## src/verilog/pcs_code_pkg.sv

```systemverilog
// Code-group constants, types and the chart reorder helper used by every receive decode module
package pcs_code_pkg;

  // --------------------
  // Widths
  localparam int code_width = 10;
  localparam int byte_width = 8;

  typedef logic [code_width-1:0] code_group_t;  // Wire order, bit 0 is chart bit a
  typedef logic [byte_width-1:0] data_byte_t;

  // Symbol class seen by the MAC, encoding is fixed
  typedef enum logic [2:0] {
    sym_sop         = 3'd0,  // /S/
    sym_invalid     = 3'd1,
    sym_eop         = 3'd2,  // /T/
    sym_carrier_ext = 3'd3,  // /R/
    sym_comma       = 3'd4,  // /K/
    sym_data        = 3'd5,  // /D/
    sym_err_prop    = 3'd7   // /V/
  } sym_class_t;

  // --------------------
  // Disparity
  typedef logic [1:0] disp_class_t;            // [1] leaves rd positive, [0] leaves rd negative
  localparam disp_class_t disp_neutral = 2'b00;
  localparam disp_class_t disp_neg     = 2'b01;
  localparam disp_class_t disp_pos     = 2'b10;
  localparam logic        rd_neg       = 1'b0;  // rd after reset

  // Fixed bytes of the control characters
  localparam data_byte_t byte_sop     = 8'hfb;
  localparam data_byte_t byte_eop     = 8'hfd;
  localparam data_byte_t byte_carrier = 8'hf7;
  localparam data_byte_t byte_comma   = 8'hbc;
  localparam data_byte_t byte_err     = 8'hfe;

  // Wire order to chart order, result is fghj in [9:6] and abcdei in [5:0]
  function automatic code_group_t chart_order(input code_group_t wire_cg);
    return {wire_cg[6], wire_cg[7], wire_cg[8], wire_cg[9],
            wire_cg[0], wire_cg[1], wire_cg[2], wire_cg[3], wire_cg[4], wire_cg[5]};
  endfunction

endpackage

```

## src/verilog/pcs_stream_pkg.sv

```systemverilog
// Beat and lookup-result structures passed between the receive decode stages
package pcs_stream_pkg;

  // --------------------
  // Stream beats
  typedef struct packed {
    pcs_code_pkg::code_group_t code;  // Raw code group in wire order
    logic                      sync;  // Link in sync so control groups get the rd check
  } code_beat_t;

  typedef struct packed {
    pcs_code_pkg::data_byte_t data;       // 00 when invalid
    pcs_code_pkg::sym_class_t sym_class;
    logic                     disp;       // rd after this code group, 1 is positive
  } decoded_beat_t;

  // --------------------
  // Half-symbol lookups
  typedef struct packed {
    logic [4:0]                dec5;     // EDCBA
    logic                      valid;    // Pattern is in the 6b table
    logic                      flip_ok;  // Pattern has two disparity forms
    logic                      flipped;  // This is the rd+ form
    logic                      rev4;     // 4b half picks its form from entry rd, not inverted
    logic [1:0]                special;  // May pair with the alternate Dx.7 ([1] rd-, [0] rd+)
    pcs_code_pkg::disp_class_t disp;
  } six_info_t;

  typedef struct packed {
    logic [2:0]                dec3;     // HGF
    logic                      valid;
    logic                      flip_ok;
    logic                      flipped;
    logic [2:0]                special;  // [2] any Dx.7, [1] 0111 alt, [0] 1000 alt
    logic                      disr;     // Balanced half, rd passes through
    pcs_code_pkg::disp_class_t disp;
  } four_info_t;

endpackage

```

## src/verilog/code_group_classifier.sv

```systemverilog
// Joins the half lookups and the control match into one decoded beat, used by the decoder top
`timescale 1ns/10ps

module code_group_classifier (
  input  pcs_stream_pkg::six_info_t     six_info,
  input  pcs_stream_pkg::four_info_t    four_info,
  input  pcs_code_pkg::sym_class_t      ctrl_class,
  input  logic                          ctrl_match,
  input  logic                          ctrl_valid,
  input  logic                          rd,
  output pcs_stream_pkg::decoded_beat_t result
);
  import pcs_code_pkg::*;

  logic [1:0] sp6;
  logic [2:0] sp4;
  logic       six_ok;      // 6b form agrees with rd
  logic       four_ok;     // 4b form agrees with the 6b half
  logic       alt_rdn_ok;  // 0111 rules
  logic       alt_rdp_ok;  // 1000 rules
  logic       data_ok;
  logic       rd_mid;      // rd between the two halves
  logic       next_rd;
  data_byte_t ctrl_byte;

  always_comb
  begin
    sp6 = six_info.special;
    sp4 = four_info.special;

    // --------------------
    // Data validity
    six_ok  = six_info.valid & ((rd & six_info.flip_ok) == six_info.flipped);
    four_ok = four_info.valid &
              (sp4[1] | sp4[0] |
               ((four_info.flip_ok & (rd ^ six_info.rev4)) == four_info.flipped));
    alt_rdn_ok = (~sp4[1] & (~sp6[1] | rd | ~sp4[2])) |
                 (sp4[1] & sp6[1] & ~rd & sp4[2]);
    alt_rdp_ok = (~sp4[0] & (~sp6[0] | ~rd | ~sp4[2])) |
                 (sp4[0] & sp6[0] & rd & sp4[2]);
    data_ok = six_ok & four_ok & alt_rdn_ok & alt_rdp_ok;

    // --------------------
    // Running disparity, later half wins unless neutral
    rd_mid  = (six_info.disp == disp_pos) ? 1'b1 :
              (six_info.disp == disp_neg) ? 1'b0 : rd;
    next_rd = (four_info.disp == disp_pos) ? 1'b1 :
              (four_info.disp == disp_neg) ? 1'b0 : rd_mid;

    case (ctrl_class)
      sym_sop:         ctrl_byte = byte_sop;
      sym_eop:         ctrl_byte = byte_eop;
      sym_carrier_ext: ctrl_byte = byte_carrier;
      sym_comma:       ctrl_byte = byte_comma;
      sym_err_prop:    ctrl_byte = byte_err;
      default:         ctrl_byte = '0;
    endcase

    result.disp = next_rd;
    if (data_ok && !ctrl_match)
    begin
      result.sym_class = sym_data;
      result.data      = {four_info.dec3, six_info.dec5};  // HGF EDCBA
    end
    else if (ctrl_valid && !data_ok)
    begin
      result.sym_class = ctrl_class;
      result.data      = ctrl_byte;
    end
    else
    begin
      result.sym_class = sym_invalid;  // No match, both, or K in the wrong form
      result.data      = '0;
    end

    // A balanced 4b half of good data leaves rd where the 6b half put it
    assert (!(data_ok && four_info.disr) || next_rd == rd_mid)
      else $error("Balanced 4b half moved the running disparity");
  end

endmodule

```

## src/verilog/control_code_decoder.sv

```systemverilog
// Matches the six control characters in both forms, instantiated once by the receive decoder top
`timescale 1ns/10ps

module control_code_decoder (
  input  pcs_code_pkg::code_group_t code,
  input  logic                      sync,
  input  logic                      rd,
  output pcs_code_pkg::sym_class_t  ctrl_class,
  output logic                      ctrl_match,
  output logic                      ctrl_valid
);
  import pcs_code_pkg::*;

  code_group_t chart;
  logic [4:0]  entry;     // {class, match, rd+ form}
  logic        pos_form;  // Pattern is the one sent at rd+

  assign chart = chart_order(code);

  always_comb
  begin
    case (chart)                                    // fghj_abcdei
      10'b1000_110110: entry = {sym_sop, 2'b10};          // K27.7
      10'b0111_001001: entry = {sym_sop, 2'b11};
      10'b1000_101110: entry = {sym_eop, 2'b10};          // K29.7
      10'b0111_010001: entry = {sym_eop, 2'b11};
      10'b1000_111010: entry = {sym_carrier_ext, 2'b10};  // K23.7
      10'b0111_000101: entry = {sym_carrier_ext, 2'b11};
      10'b1010_001111: entry = {sym_comma, 2'b10};        // K28.5
      10'b0101_110000: entry = {sym_comma, 2'b11};
      10'b1001_001111: entry = {sym_comma, 2'b10};        // K28.1
      10'b0110_110000: entry = {sym_comma, 2'b11};
      10'b1000_011110: entry = {sym_err_prop, 2'b10};     // K30.7
      10'b0111_100001: entry = {sym_err_prop, 2'b11};
      default:         entry = {sym_invalid, 2'b00};
    endcase

    ctrl_class = sym_class_t'(entry[4:2]);
    ctrl_match = entry[1];
    pos_form   = entry[0];

    // Before sync any form is taken, after sync the form must follow rd
    ctrl_valid = ctrl_match & (~sync | (pos_form == rd));
  end

endmodule

```

## src/verilog/pcs_rx_decoder.sv

```systemverilog
// Receive 1000BASE-X code-group decoder top that turns a code-group stream into decoded beats
`timescale 1ns/10ps

module pcs_rx_decoder (
  input  logic                          clk,
  input  logic                          rst_n,
  input  logic                          in_valid,
  output logic                          in_ready,
  input  pcs_stream_pkg::code_beat_t    in_beat,
  output logic                          out_valid,
  input  logic                          out_ready,
  output pcs_stream_pkg::decoded_beat_t out_beat
);
  import pcs_code_pkg::*;
  import pcs_stream_pkg::*;

  six_info_t     six_info;    // abcdei lookup
  four_info_t    four_info;   // fghj lookup
  sym_class_t    ctrl_class;
  logic          ctrl_match;  // Any K pattern
  logic          ctrl_valid;  // K pattern that passed the rd check
  logic          rd;          // Running disparity from the output stage
  decoded_beat_t result;

  sub_block_6b_decoder sub_block_6b_decoder_inst (
    .code     (in_beat.code),
    .six_info (six_info)
  );

  sub_block_4b_decoder sub_block_4b_decoder_inst (
    .code      (in_beat.code),
    .four_info (four_info)
  );

  control_code_decoder control_code_decoder_inst (
    .code       (in_beat.code),
    .sync       (in_beat.sync),
    .rd         (rd),
    .ctrl_class (ctrl_class),
    .ctrl_match (ctrl_match),
    .ctrl_valid (ctrl_valid)
  );

  code_group_classifier code_group_classifier_inst (
    .six_info   (six_info),
    .four_info  (four_info),
    .ctrl_class (ctrl_class),
    .ctrl_match (ctrl_match),
    .ctrl_valid (ctrl_valid),
    .rd         (rd),
    .result     (result)
  );

  rx_output_stage rx_output_stage_inst (
    .clk       (clk),
    .rst_n     (rst_n),
    .in_valid  (in_valid),
    .in_ready  (in_ready),
    .result    (result),
    .out_valid (out_valid),
    .out_ready (out_ready),
    .out_beat  (out_beat),
    .rd        (rd)
  );

endmodule

```

## src/verilog/rx_output_stage.sv

```systemverilog
// One-deep output register with the running disparity, instantiated once by the decoder top
`timescale 1ns/10ps

module rx_output_stage (
  input  logic                          clk,
  input  logic                          rst_n,
  input  logic                          in_valid,
  output logic                          in_ready,
  input  pcs_stream_pkg::decoded_beat_t result,
  output logic                          out_valid,
  input  logic                          out_ready,
  output pcs_stream_pkg::decoded_beat_t out_beat,
  output logic                          rd
);
  import pcs_code_pkg::*;

  logic accept;  // Code group taken this edge

  assign in_ready = ~out_valid | out_ready;  // Empty, or held beat leaves this edge
  assign accept   = in_valid & in_ready;

  // --------------------
  // Control state
  always_ff @(posedge clk)
  begin
    if (!rst_n)
    begin
      out_valid <= 1'b0;
      rd        <= rd_neg;
    end
    else
    begin
      if (accept)
      begin
        out_valid <= 1'b1;
        rd        <= result.disp;  // Next group is checked against this
      end
      else if (out_ready)
      begin
        out_valid <= 1'b0;
      end
    end
  end

  // Payload
  always_ff @(posedge clk)
  begin
    if (accept)
      out_beat <= result;
  end

  // Held beat must not move while the sink stalls
  assert property (@(posedge clk) disable iff (!rst_n)
    out_valid && !out_ready |=> out_valid && $stable(out_beat))
    else $error("Output beat changed under back-pressure");

endmodule

```

## src/verilog/sub_block_4b_decoder.sv

```systemverilog
// Looks up the fghj half of a code group, instantiated once by the receive decoder top
`timescale 1ns/10ps

module sub_block_4b_decoder (
  input  pcs_code_pkg::code_group_t   code,
  output pcs_stream_pkg::four_info_t  four_info
);
  import pcs_code_pkg::*;

  code_group_t chart;
  logic [9:0]  entry;   // {dec3, valid, flip_ok, flipped, special, disr}

  assign chart = chart_order(code);

  always_comb
  begin
    case (chart[9:6])
      4'b1011: entry = {3'd0, 7'b1_11_000_0};  // Dx.0
      4'b0100: entry = {3'd0, 7'b1_10_000_0};
      4'b1001: entry = {3'd1, 7'b1_00_000_1};
      4'b0101: entry = {3'd2, 7'b1_00_000_1};
      4'b0011: entry = {3'd3, 7'b1_10_000_1};  // Dx.3 two balanced forms
      4'b1100: entry = {3'd3, 7'b1_11_000_1};
      4'b0010: entry = {3'd4, 7'b1_10_000_0};
      4'b1101: entry = {3'd4, 7'b1_11_000_0};
      4'b1010: entry = {3'd5, 7'b1_00_000_1};
      4'b0110: entry = {3'd6, 7'b1_00_000_1};
      4'b0001: entry = {3'd7, 7'b1_10_100_0};  // Primary Dx.7
      4'b1110: entry = {3'd7, 7'b1_11_100_0};
      4'b0111: entry = {3'd7, 7'b1_00_110_0};  // Alternate Dx.7 at rd-
      4'b1000: entry = {3'd7, 7'b1_00_101_0};  // Alternate Dx.7 at rd+
      default: entry = '0;                     // 0000 and 1111
    endcase

    {four_info.dec3, four_info.valid, four_info.flip_ok,
     four_info.flipped, four_info.special, four_info.disr} = entry;

    // 0011 and 1100 set rd even though balanced
    if (chart[9:6] == 4'b0011)
      four_info.disp = disp_pos;
    else if (chart[9:6] == 4'b1100)
      four_info.disp = disp_neg;
    else if ($countones(chart[9:6]) > 2)
      four_info.disp = disp_pos;
    else if ($countones(chart[9:6]) < 2)
      four_info.disp = disp_neg;
    else
      four_info.disp = disp_neutral;
  end

endmodule

```

## src/verilog/sub_block_6b_decoder.sv

```systemverilog
// Looks up the abcdei half of a code group, instantiated once by the receive decoder top
`timescale 1ns/10ps

module sub_block_6b_decoder (
  input  pcs_code_pkg::code_group_t  code,
  output pcs_stream_pkg::six_info_t  six_info
);
  import pcs_code_pkg::*;

  code_group_t chart;   // Chart order, 6b half in [5:0]
  logic [10:0] entry;   // {dec5, valid, flip_ok, flipped, rev4, special}

  assign chart = chart_order(code);

  always_comb
  begin
    case (chart[5:0])
      6'b100111: entry = {5'd0, 6'b1_10_0_00};   // D0 rd-
      6'b011000: entry = {5'd0, 6'b1_11_0_00};   // D0 rd+
      6'b011101: entry = {5'd1, 6'b1_10_0_00};
      6'b100010: entry = {5'd1, 6'b1_11_0_00};
      6'b101101: entry = {5'd2, 6'b1_10_0_00};
      6'b010010: entry = {5'd2, 6'b1_11_0_00};
      6'b110001: entry = {5'd3, 6'b1_00_1_00};   // Balanced, one form
      6'b110101: entry = {5'd4, 6'b1_10_0_00};
      6'b001010: entry = {5'd4, 6'b1_11_0_00};
      6'b101001: entry = {5'd5, 6'b1_00_1_00};
      6'b011001: entry = {5'd6, 6'b1_00_1_00};
      6'b111000: entry = {5'd7, 6'b1_10_1_00};   // D7 keeps rd- though balanced
      6'b000111: entry = {5'd7, 6'b1_11_1_00};
      6'b111001: entry = {5'd8, 6'b1_10_0_00};
      6'b000110: entry = {5'd8, 6'b1_11_0_00};
      6'b100101: entry = {5'd9, 6'b1_00_1_00};
      6'b010101: entry = {5'd10, 6'b1_00_1_00};
      6'b110100: entry = {5'd11, 6'b1_00_1_01};  // Takes 1000 alt at rd+
      6'b001101: entry = {5'd12, 6'b1_00_1_00};
      6'b101100: entry = {5'd13, 6'b1_00_1_01};
      6'b011100: entry = {5'd14, 6'b1_00_1_01};
      6'b010111: entry = {5'd15, 6'b1_10_0_00};
      6'b101000: entry = {5'd15, 6'b1_11_0_00};
      6'b011011: entry = {5'd16, 6'b1_10_0_00};
      6'b100100: entry = {5'd16, 6'b1_11_0_00};
      6'b100011: entry = {5'd17, 6'b1_00_1_10};  // Takes 0111 alt at rd-
      6'b010011: entry = {5'd18, 6'b1_00_1_10};
      6'b110010: entry = {5'd19, 6'b1_00_1_00};
      6'b001011: entry = {5'd20, 6'b1_00_1_10};
      6'b101010: entry = {5'd21, 6'b1_00_1_00};
      6'b011010: entry = {5'd22, 6'b1_00_1_00};
      6'b111010: entry = {5'd23, 6'b1_10_0_00};
      6'b000101: entry = {5'd23, 6'b1_11_0_00};
      6'b110011: entry = {5'd24, 6'b1_10_0_00};
      6'b001100: entry = {5'd24, 6'b1_11_0_00};
      6'b100110: entry = {5'd25, 6'b1_00_1_00};
      6'b010110: entry = {5'd26, 6'b1_00_1_00};
      6'b110110: entry = {5'd27, 6'b1_10_0_00};
      6'b001001: entry = {5'd27, 6'b1_11_0_00};
      6'b001110: entry = {5'd28, 6'b1_00_1_00};  // K28 halves are not here
      6'b101110: entry = {5'd29, 6'b1_10_0_00};
      6'b010001: entry = {5'd29, 6'b1_11_0_00};
      6'b011110: entry = {5'd30, 6'b1_10_0_00};
      6'b100001: entry = {5'd30, 6'b1_11_0_00};
      6'b101011: entry = {5'd31, 6'b1_10_0_00};
      6'b010100: entry = {5'd31, 6'b1_11_0_00};
      default:   entry = '0;                     // Not a data half
    endcase

    {six_info.dec5, six_info.valid, six_info.flip_ok,
     six_info.flipped, six_info.rev4, six_info.special} = entry;

    // Disparity class from the ones count
    if (chart[5:0] == 6'b000111)
      six_info.disp = disp_pos;                  // Balanced but ends on a run of ones
    else if (chart[5:0] == 6'b111000)
      six_info.disp = disp_neg;
    else if ($countones(chart[5:0]) > 3)
      six_info.disp = disp_pos;
    else if ($countones(chart[5:0]) < 3)
      six_info.disp = disp_neg;
    else
      six_info.disp = disp_neutral;

    // A half can pair with one alternate Dx.7 form only
    assert (!(six_info.valid && six_info.special == 2'b11))
      else $error("6b half flagged for both alternate Dx.7 forms");
  end

endmodule
```

## config.mk

```make
export PLATFORM = sky130hd
export DESIGN_NAME = pcs_rx_decoder
export DESIGN_NICKNAME = d
export VERILOG_FILES = /design/src/verilog/pcs_code_pkg.sv /design/src/verilog/pcs_stream_pkg.sv /design/src/verilog/code_group_classifier.sv /design/src/verilog/control_code_decoder.sv /design/src/verilog/pcs_rx_decoder.sv /design/src/verilog/rx_output_stage.sv /design/src/verilog/sub_block_4b_decoder.sv /design/src/verilog/sub_block_6b_decoder.sv
export SDC_FILE = /design/constraint.sdc
export NUM_CORES = 1
export LEC_CHECK = 0
export BUFFER_PORTS_ARGS = -buffer_cell sky130_fd_sc_hd__buf_2
export CELL_PAD_IN_SITES_DETAIL_PLACEMENT = 0
export CELL_PAD_IN_SITES_GLOBAL_PLACEMENT = 1
export CORE_MARGIN = 8
export CORE_UTILIZATION = 46
export CTS_CLUSTER_SIZE = 30
export DETAILED_ROUTE_END_ITERATION = 8
export HOLD_SLACK_MARGIN = 0.05
export PLACE_DENSITY = 0.91
export SYNTH_ARGS = -nofsm -noshare
export SYNTH_HDL_FRONTEND = slang
export SYNTH_SLANG_ARGS = --single-unit
export TNS_END_PERCENT = 20
```

## constraint.sdc

```tcl
create_clock -name clk -period 5 [get_ports clk]
set_input_delay 0.25 -clock clk [delete_from_list [all_inputs] [get_ports clk]]
set_output_delay 0.25 -clock clk [all_outputs]
set_load 0.005 [all_outputs]
```

==> results of run 1 <==
[layer usage]
| metal | global-route usage (%) | up-vias |
|---|---|---|
| met5 | 0 | - |
| met4 | 3.91 | 0 |
| met3 | 2.08 | 4 |
| met2 | 24.7 | 80 |
| met1 | 20.1 | 968 |
| li1 | - | 1072 |
[layout by cell type (no fill, tap or decap), types with 3 or more instances in the layout]
| cell | Yosys | routed |
|---|---|---|
| a211oi_1 | 3 | 3 |
| a21oi_1 | 22 | 22 |
| a31oi_1 | 3 | 3 |
| and3_1 | 3 | 3 |
| and3_4 | 3 | 3 |
| buf_2 | 3 | 28 |
| clkbuf_8 | 0 | 3 |
| edfxtp_1 | 12 | 12 |
| fa_1 | 3 | 3 |
| ha_1 | 29 | 29 |
| inv_1 | 22 | 22 |
| mux2i_1 | 12 | 12 |
| nand2_1 | 29 | 29 |
| nand2b_1 | 3 | 3 |
| nand3_1 | 9 | 9 |
| nand4_1 | 3 | 3 |
| nor2_1 | 17 | 17 |
| nor2b_1 | 4 | 4 |
| nor3_1 | 6 | 6 |
| o211ai_1 | 8 | 8 |
| o21ai_0 | 21 | 21 |
| o22ai_1 | 5 | 5 |
| o311ai_0 | 3 | 3 |
| o31ai_1 | 3 | 3 |
| xnor2_1 | 5 | 5 |
[per-stage QoR]
step	hold WS [ns]	total power, mW
after floorplan	0.378	0.288
after global placement	0.483	0.331
after detailed placement	0.504	0.331
after CTS	0.240	0.422
after global routing	0.260	0.452
final	0.240	0.419
[worst max-delay path, delay by kind of cell]
kind                     cells  cell delay [ns]
adder cells (fa/ha/maj)      1             0.34
AND/OR/NAND/NOR              4             0.98
buffers and inverters        2             0.87
AO/OA/AOI/OAI                3             0.60
[synth_stat cells, drive strengths merged, types with 4 or more instances]
library cell	instances
nand2	29
o211ai	8
clkbuf	8
a21oi	22
o21ai	21
o22ai	5
ha	29
edfxtp	12
nor2	18
nor2b	4
inv	23
mux2i	12
nand3	9
xnor2	5
nor3	6
buf	11
and3	6
[power breakdown]
group	switching [mW]	total, mW	internal, mW
Combinational	0.111	0.186	0.0750
Clock	0.0346	0.0887	0.0541
Sequential	0.00352	0.144	0.141
[logic make-up after synthesis]
family | count (synthesis)
buffers and inverters | 43
XOR/XNOR | 7
flip-flops | 14
adder cells (fa/ha/maj) | 34
AND/OR/NAND/NOR | 90
AO/OA/AOI/OAI | 85
multiplexers | 15
[sequential cells by signal, summed over array words and instances, names as in the netlist]
register                        cells
rx_output_stage_inst.out_beat      12
rx_output_stage_inst.out_valid      1
rx_output_stage_inst.rd             1
[worst max path at each step]
stage / end / slack, ns / depth (start not counted)
after floorplan: rx_output_stage_inst.rd / 2.37 / 15
after global placement: rx_output_stage_inst.rd / 1.79 / 14
after detailed placement: rx_output_stage_inst.rd / 1.70 / 14
after CTS: rx_output_stage_inst.out_beat[11] / 1.97 / 10
after global routing: rx_output_stage_inst.out_beat[8] / 1.68 / 9
final: rx_output_stage_inst.out_beat[11] / 1.92 / 10
[cell type report]
type	count	area share (%)
Clock buffer	3	1.69
Clock inverter	1	0.153
Inverter	24	3.68
Multi-Input combinational cell	231	69.0
Sequential cell	14	16.4
Tap cell	67	3.42
Timing Repair Buffer	28	5.72
==> impl_metrics.csv, run 1 <==
group,metric,value,unit
outcome,outcome,"finished clean",
layout,drive_gt1_share,14.0,%
yosys,ys.flop_type,"edfxtp_1",
yosys,async_flop_share,0,%
sta,setup_slack,1.92,ns
min_path,min_path_cells,2,
layout,layout.nets,349,
setup_path,reg2reg_from,"rx_output_stage_inst.rd",
sta,finalSetupViolations,0,
sta,slew_viol_final,0,
sta,finalHoldViolations,0,
cts,numCtsBuffers,3,
yosys,synth.area.top_cells,"ha_1 (16%), edfxtp_1 (16%), mux2i_1 (5.2%), a21oi_1 (4.8%), nand2_1 (4.7%)",
layout,regArea,400,um^2
min_path,whs_endpoint,"rx_output_stage_inst.rd",
setup_path,startpoint_type,"input pin",
layout,synthToLayoutAreaGrowth,6.65,%
cts,cts_root_buf,"clkbuf_8",
yosys,synth-edff-count,12,
yosys,syn_inst,288,
placed_design,port_buffers,28,
sta,fin_crit_sh,61.6,%
setup_path,cp.arrival,3.06,ns
detailed_routing,first_pass_iters,4,
setup_path,rr_worst_depth,7,
detailed_routing,wl,5490,um
setup_path,worstPathRequired,4.98,ns
layout,diodes,0,
detailed_routing,drc,0,
layout,n_fill_cell,493,
cts,ctsResizeCount,0,
grt,overflow,0,
layout,instances_no_fill,368,
power_and_ir_drop,ir_drop,0.0000957,V
sta,slew_headroom,56.0,%
yosys,avgSynthCellArea,7.97,um^2
yosys,synth_largest_area_cell,"ha_1",
yosys,synth_top_family_by_area,"compound AO/OA/AOI/OAI gates",
cts,cts_buffer_depth,2,
detailed_routing,avgViaCountPerCell,5.77,
floorplan,ios,29,
detailed_routing,ant_nets,0,
cts,cts_sinks,14,
floorplan,die_h,86.7,um
yosys,synthSimpleGateAreaFrac,20.8,%
sta,rsz0062_at_grt,"false",
setup_path,cpMaxStageDelayCell,"buf_2",
detailed_routing,vias,2124,
cts,clk_pin_slew,0.05,ns
layout,multi_input_area,1690,um^2
detailed_routing,wl_met3,401,um
grt,grt_max_degree,40,
cts,clkLatencyLatePin,0.24,ns
yosys,ys_types,57,
yosys,ys_seq_area_share,17.4,%
floorplan,chipWidth,86.7,um
placed_design,place_area,2400,um^2
min_path,hold_path.class,"input pin to flip-flop",
yosys,synthesis.nets,335,
layout,final_core_utilization,51.5,%
grt,antenna_found_initial,0,
yosys,synthXorXnorAreaFrac,2.67,%
grt,grt_pass1_vias,2018,
power_and_ir_drop,power_per_cell_area,171,nW/um^2
floorplan,start_util,48.3,%
detailed_routing,met1_length,2570,um
min_path,hp-start,"rst_n",
detailed_routing,met2_length,2500,um
grt,grt_pass1_wl,9500,um
yosys,yosysWarnings,0,
detailed_routing,drt_iter0_drc,131,
detailed_routing,routed.top_layer,"met4",
setup_path,r2r_setup_slack,2.84,ns
yosys,synth_top_area_share,15.8,%
sta,worst_pin_slew,0.659,ns
yosys,synth_area,2300,um^2
floorplan,core_area,4750,um^2
sta,fin_skew,0.00123,ns
placed_design,dp_slack,1.70,ns
cts,cts.htree.levels,1,
setup_path,startpoint,"in_beat[3]",
sta,fin_setup_tns,0,ns
floorplan,die_area,7510,um^2
detailed_routing,wl_per_cell,14.9,um
run,maxCapViolCount,0,
cts,postCtsHoldBufs,0,
floorplan,num_rows,25,
grt,track_usage,15.1,%
setup_path,path_cells,"buf_2, inv_1, ha_1, a22o_1, a32o_1, nand4b_1, nor4_4, nor2_2, nand2_1, o22ai_1",
cts,cts_tree,"built",
setup_path,worstSetupPathType,"input pin to flip-flop",
placed_design,dp.cells,364,
setup_path,rr_endpoint,"rx_output_stage_inst.out_beat[6]",
power_and_ir_drop,leakage,1.02,nW
sta,min_period,3.08,ns
yosys,ys_ff_latch,14,
placed_design,routabilityCongestion,0.867,
layout,final_area,2450,um^2
yosys,synth_compound_area_share,23.7,%
cts,cts_setup_buffers,0,
yosys,synth_fa_ha_area_share,19.3,%
sta,fmax,0.325,GHz
yosys,muxShareOfSynthArea,7.19,%
setup_path,crit_fanout,39,
placed_design,dp.final_hpwl,4200,um
setup_path,worstSetupEndpointType,"flip-flop",
setup_path,cpPeakStageDelay,0.51,ns
Note: power is estimated with default switching activity, not from simulation.
==> run 2: changes to the inputs <==
--- a/config.mk
+++ b/config.mk
@@ -9,11 +9,11 @@
 export CELL_PAD_IN_SITES_DETAIL_PLACEMENT = 0
 export CELL_PAD_IN_SITES_GLOBAL_PLACEMENT = 1
 export CORE_MARGIN = 8
-export CORE_UTILIZATION = 46
+export CORE_UTILIZATION = 44
 export CTS_CLUSTER_SIZE = 30
 export DETAILED_ROUTE_END_ITERATION = 8
 export HOLD_SLACK_MARGIN = 0.05
-export PLACE_DENSITY = 0.91
+export PLACE_DENSITY = 0.88
 export SYNTH_ARGS = -nofsm -noshare
 export SYNTH_HDL_FRONTEND = slang
 export SYNTH_SLANG_ARGS = --single-unit
==> constraint.sdc (replaced) <==
create_clock -name clk -period 3.1 [get_ports clk]
set_input_delay 0.155 -clock clk [delete_from_list [all_inputs] [get_ports clk]]
set_output_delay 0.155 -clock clk [all_outputs]
set_load 0.005 [all_outputs]
==> run 2 against run 1 <==
Effect of this change:
- clock power up 58%
- sequential cell count is the same
- via count rose by 1.4%
- power rose by 64%
- combinational power up 68%
- core utilization fell by 1.5 points
- clock skew fell by 0.00058 ns
- critical path depth unchanged
- non-clock buffer count is 11 higher
- cell count increased by 3.8%
==> impl_metrics.csv, run 2 (synthesis gave the netlist of run 1 again) <==
group,metric,value,unit
layout,diodes,0,
setup_path,worstPathRequired,3.17,ns
floorplan,die_h,88.2,um
sta,fin_skew,0.000647,ns
layout,synthToLayoutAreaGrowth,10.4,%
detailed_routing,drt_iter0_drc,188,
floorplan,chipWidth,88.2,um
power_and_ir_drop,ir_drop,0.000218,V
grt,grt_pass1_vias,1929,
placed_design,dp.final_hpwl,4540,um
cts,cts_tree,"built",
sta,fin_crit_sh,86.1,%
detailed_routing,avgViaCountPerCell,5.64,
cts,cts_root_buf,"clkbuf_8",
setup_path,path_common_cell,"mux2i_1",
setup_path,path_cells,"buf_2, inv_1, ha_1, mux2i_1, o221ai_1, o211ai_1, xnor2_1, mux2i_1, and3_4, mux2i_1",
floorplan,start_util,45.2,%
power_and_ir_drop,power_per_cell_area,270,nW/um^2
min_path,min_path_cells,2,
detailed_routing,vias,2154,
sta,slew_viol_final,0,
layout,top_regs,"rx_output_stage_inst.out_beat (12), rx_output_stage_inst.out_valid (1), rx_output_stage_inst.rd (1)",
setup_path,cp.buffers_inverters,2,
cts,cts_sinks,14,
layout,final_cell_mix,"nand2_1 (29), ha_1 (29), buf_2 (28)",
setup_path,rr_endpoint,"rx_output_stage_inst.out_beat[6]",
sta,finalSetupViolations,0,
sta,slew_headroom,64.6,%
cts,cts.htree.levels,1,
layout,layout.nets,360,
setup_path,startpoint_type,"input pin",
detailed_routing,ant_nets,0,
placed_design,port_buffers,28,
detailed_routing,first_pass_iters,5,
sta,fmax,0.375,GHz
cts,postCtsHoldBufs,0,
cts,cts_setup_buffers,0,
layout,largest_register,"rx_output_stage_inst.out_beat",
sta,rsz0062_at_grt,"false",
floorplan,ios,29,
setup_path,cpMaxStageDelayCell,"ha_1",
setup_path,r2r_setup_slack,0.90,ns
sta,finalHoldViolations,0,
setup_path,reg2reg_from,"rx_output_stage_inst.rd",
power_and_ir_drop,leakage,1.07,nW
min_path,hold_path.class,"input pin to flip-flop",
setup_path,rr_worst_depth,7,
floorplan,core_area,5070,um^2
sta,fin_setup_tns,0,ns
cts,numCtsBuffers,3,
setup_path,crit_fanout,11,
sta,worst_pin_slew,0.531,ns
cts,cts_buffer_depth,2,
setup_path,worstSetupPathType,"input pin to flip-flop",
cts,clkLatencyLatePin,0.23,ns
layout,n_fill_cell,522,
detailed_routing,wl,5650,um
floorplan,num_rows,26,
cts,clk_pin_slew,0.05,ns
detailed_routing,wl_per_cell,14.8,um
min_path,whs_endpoint,"rx_output_stage_inst.rd",
grt,track_usage,14.3,%
run,maxCapViolCount,0,
setup_path,worstSetupEndpointType,"flip-flop",
sta,min_period,2.67,ns
layout,largest_register_ff_count,12,
layout,drive_gt1_share,17.0,%
grt,grt_max_degree,22,
detailed_routing,drc,0,
setup_path,cp.arrival,2.74,ns
sta,holdWs,0.145,ns
outcome,outcome,"finished clean",
setup_path,cpPeakStageDelay,0.44,ns
min_path,hp-start,"rst_n",
floorplan,die_area,7790,um^2
cts,ctsResizeCount,0,
grt,overflow,0,
grt,antenna_found_initial,0,
grt,grt_pass1_wl,9150,um
setup_path,critical_path.top_delay_family,"multiplexers",
placed_design,routabilityCongestion,0.878,
setup_path,crit_cells,10,
-- run 2: worst reg2reg max path: stages, from the launching register on --
cell	delay [ns]
dfxtp_1	0.45
nand3_1	0.11
nor2_1	0.11
o311ai_0	0.15
mux2_2	0.32
nor4_2	0.34
and3_4	0.33
mux2i_1	0.23
-- run 2: power breakdown --
group | leakage (nW) | switching, mW | internal [mW] | total [mW]
logic | 0.914 | 0.183 | 0.129 | 0.312
clock network | 0.0231 | 0.0528 | 0.0870 | 0.140
registers | 0.134 | 0.00576 | 0.227 | 0.233
total | 1.07 | 0.242 | 0.443 | 0.685
-- run 2: worst max-delay path by stage --
| stage | start | to | slack (ns) |
|---|---|---|---|
| final | in_beat[5] | rx_output_stage_inst.out_beat[6] | 0.43 |
| after global routing | in_beat[1] | rx_output_stage_inst.rd | 0.36 |
| after CTS | in_beat[5] | rx_output_stage_inst.out_beat[5] | 0.46 |
| after detailed placement | in_beat[5] | rx_output_stage_inst.out_beat[5] | 0.21 |
| after global placement | in_beat[5] | rx_output_stage_inst.out_beat[5] | 0.24 |
| after floorplan | in_beat[3] | rx_output_stage_inst.rd | 0.57 |
-- run 2: area by class of cell --
type,count,area (um^2),area share (%)
flip-flops and latches,14,400,15.8
clock buffers,3,41.3,1.63
well taps,70,87.6,3.46
inverters,24,90.1,3.55
multi-input cells,231,1690,66.6
clock inverters,1,3.75,0.148
repair buffers,39,223,8.79
-- run 2: through the flow --
step | utilization [%] | power (mW) | worst slack (ns) | std cells | cell area (um^2)
global placement | 49.1 | 0.542 | 0.243 | 378 | 2490
finish | 50.0 | 0.685 | 0.430 | 382 | 2530
detailed placement | 49.1 | 0.546 | 0.207 | 378 | 2490
global route | 50.0 | 0.730 | 0.359 | 382 | 2530
CTS | 50.0 | 0.686 | 0.458 | 382 | 2530
floorplan | - | 0.465 | 0.568 | 288 | 2300
-- run 2: per-layer routing --
layer | global-route usage (%) | vias to the layer above | share of wire (%)
met1 | 18.8 | 1004 | 48
li1 | - | 1093 | -
met5 | 0 | - | 0
met4 | 2.76 | 0 | 0.35
met3 | 0.929 | 2 | 4.7
met2 | 25.1 | 55 | 47
==> run 3: changes to the inputs <==
--- a/config.mk
+++ b/config.mk
@@ -6,14 +6,12 @@
 export NUM_CORES = 1
 export LEC_CHECK = 0
 export BUFFER_PORTS_ARGS = -buffer_cell sky130_fd_sc_hd__buf_2
-export CELL_PAD_IN_SITES_DETAIL_PLACEMENT = 0
-export CELL_PAD_IN_SITES_GLOBAL_PLACEMENT = 1
 export CORE_MARGIN = 8
-export CORE_UTILIZATION = 44
+export CORE_UTILIZATION = 46
 export CTS_CLUSTER_SIZE = 30
 export DETAILED_ROUTE_END_ITERATION = 8
 export HOLD_SLACK_MARGIN = 0.05
-export PLACE_DENSITY = 0.88
+export PLACE_DENSITY = 0.73
 export SYNTH_ARGS = -nofsm -noshare
 export SYNTH_HDL_FRONTEND = slang
 export SYNTH_SLANG_ARGS = --single-unit
==> run 3 against run 2 <==
Effect of this change:
- count of clock-buffer cells in the layout stayed put
- critical endpoint is now rx_output_stage_inst.rd
- sequential share of layout area hardly changed
- global-route usage is 1.1 points higher
- sequential power hardly changed
- non-clock buffer count is 1 higher
- largest cell class unchanged
==> impl_metrics.csv, run 3 (synthesis gave the netlist of run 1 again) <==
group,metric,value,unit
outcome,outcome,"finished clean",
setup_path,startpoint_type,"input pin",
layout,multi_input_area,1690,um^2
power_and_ir_drop,power_frac_seq,33.6,%
sta,rsz0062_at_grt,"false",
setup_path,cp.buffers_inverters,4,
placed_design,port_buffers,28,
cts,ctsResizeCount,0,
grt,grt_pass1_wl,9690,um
layout,top_regs,"rx_output_stage_inst.out_beat (12), rx_output_stage_inst.out_valid (1), rx_output_stage_inst.rd (1)",
setup_path,worstSetupEndpointType,"flip-flop",
setup_path,worstSetupPathType,"input pin to flip-flop",
setup_path,worstPathRequired,3.23,ns
placed_design,dp.final_hpwl,4560,um
floorplan,start_util,48.3,%
detailed_routing,wl_per_cell,15.1,um
power_and_ir_drop,clkPwrFrac,21.0,%
floorplan,core_area,4750,um^2
sta,fin_setup_tns,0,ns
power_and_ir_drop,fin_total_pwr,0.693,mW
cts,numCtsBuffers,3,
cts,cts_sinks,14,
detailed_routing,drc,0,
min_path,whs_endpoint,"rx_output_stage_inst.rd",
cts,cts.htree.levels,1,
grt,track_usage,15.4,%
cts,postCtsHoldBufs,0,
detailed_routing,avgViaCountPerCell,5.86,
floorplan,die_h,86.7,um
floorplan,die_area,7510,um^2
setup_path,reg2reg_from,"rx_output_stage_inst.rd",
detailed_routing,ant_nets,0,
placed_design,dp.cells,376,
setup_path,cpPeakStageDelay,0.50,ns
grt,grt_pass1_vias,2094,
cts,cts_tree,"built",
min_path,hold_path.class,"input pin to flip-flop",
power_and_ir_drop,p_switching,0.247,mW
setup_path,rr_worst_depth,7,
cts,cts_buffer_depth,2,
layout,final_cell_mix,"nand2_1 (29), ha_1 (29), buf_2 (28)",
sta,min_period,2.62,ns
layout,diodes,0,
cts,cts_root_buf,"clkbuf_8",
grt,overflow,0,
layout,largest_register,"rx_output_stage_inst.out_beat",
layout,synthToLayoutAreaGrowth,10.6,%
placed_design,routabilityCongestion,0.906,
layout,layout.nets,361,
detailed_routing,vias,2227,
min_path,min_path_cells,2,
setup_path,path_cells,"buf_2, ha_1, inv_1, fa_1, inv_1, ha_1, inv_1, ha_1, a21boi_0, o21ai_0, a21oi_1, o21ai_0, a22o_1, a21oi_1, nor2b_1",
run,maxCapViolCount,0,
layout,drive_gt1_share,17.3,%
detailed_routing,drt_iter0_drc,204,
sta,slew_viol_final,0,
detailed_routing,wl,5740,um
sta,holdWs,0.152,ns
power_and_ir_drop,pwr-share-comb,45.4,%
sta,worst_pin_slew,0.587,ns
layout,n_fill_cell,506,
sta,finalHoldViolations,0,
sta,fmax,0.382,GHz
detailed_routing,first_pass_iters,5,
power_and_ir_drop,swShare,35.7,%
grt,grt_max_degree,28,
sta,fin_crit_sh,84.4,%
power_and_ir_drop,p_int,0.445,mW
sta,finalSetupViolations,0,
floorplan,ios,29,
setup_path,rr_endpoint,"rx_output_stage_inst.out_beat[6]",
cts,clk_pin_slew,0.05,ns
power_and_ir_drop,leakage,1.08,nW
layout,instances_no_fill,380,
setup_path,critical_path.top_delay_family,"adder cells",
setup_path,cpMaxStageDelayCell,"fa_1",
cts,clkLatencyLatePin,0.24,ns
floorplan,chipWidth,86.7,um
min_path,hp-start,"rst_n",
setup_path,cp.arrival,2.75,ns
layout,largest_register_ff_count,12,
sta,fin_skew,0.00475,ns
cts,cts_setup_buffers,0,
floorplan,num_rows,25,
setup_path,crit_fanout,18,
sta,setup_slack,0.483,ns
layout,regArea,400,um^2
sta,slew_headroom,60.8,%
power_and_ir_drop,power_per_cell_area,273,nW/um^2
setup_path,r2r_setup_slack,0.93,ns
power_and_ir_drop,ir_drop,0.000169,V
placed_design,dp_slack,0.224,ns
grt,antenna_found_initial,0,
==> run 3: power groups by stage <==
stage | registers (mW) | clock network [mW] | logic [mW]
after global placement | 0.236 | 0 | 0.307
after detailed placement | 0.237 | 0 | 0.313
after global routing | 0.235 | 0.155 | 0.352
after floorplan | 0.239 | 0 | 0.226
final | 0.233 | 0.145 | 0.315
after CTS | 0.233 | 0.149 | 0.314
==> run 3: cell type report <==
class / instances / share of cell area (%)
Multi-Input combinational cell: 231 / 66.5
Inverter: 24 / 3.55
Clock buffer: 3 / 1.63
Sequential cell: 14 / 15.8
Timing Repair Buffer: 40 / 9.07
Clock inverter: 1 / 0.148
Tap cell: 67 / 3.30
==> run 3: per-layer routing <==
layer  vias up  part of all wire, %  GRT usage [%]
li1       1101                    -              -
met1      1031                   46           21.0
met2        89                   45           24.5
met3         6                  8.2           2.27
met4         0                  1.3           4.23
met5         -                    0              0
==> run 3: worst register-to-register path: stages, from the launching register on <==
cell and delay [ns]:
dfxtp_1 0.45, nand3_1 0.10, nor2_1 0.12, o311ai_0 0.15, mux2_2 0.30, nor4_2 0.34, and3_4 0.33, mux2i_1 0.22
==> run 3: metrics by stage <==
stage / instance area (um^2) / util, %
3_5_place_dp: 2490 / 52.4
4_1_cts: 2540 / 53.4
3_3_place_gp: 2490 / 52.4
6_report: 2540 / 53.4
2_1_floorplan: 2300 / -
5_1_grt: 2540 / 53.4
==> run 3: worst max path at each step <==
stage	startpoint	to	slack (ns)	depth (start not counted)
after floorplan	in_beat[3]	rx_output_stage_inst.rd	0.57	15
after global placement	in_beat[2]	rx_output_stage_inst.rd	0.27	15
after detailed placement	in_beat[2]	rx_output_stage_inst.rd	0.22	15
after CTS	in_beat[2]	rx_output_stage_inst.rd	0.49	15
after global routing	in_beat[2]	rx_output_stage_inst.rd	0.25	15
final	in_beat[2]	rx_output_stage_inst.rd	0.48	15
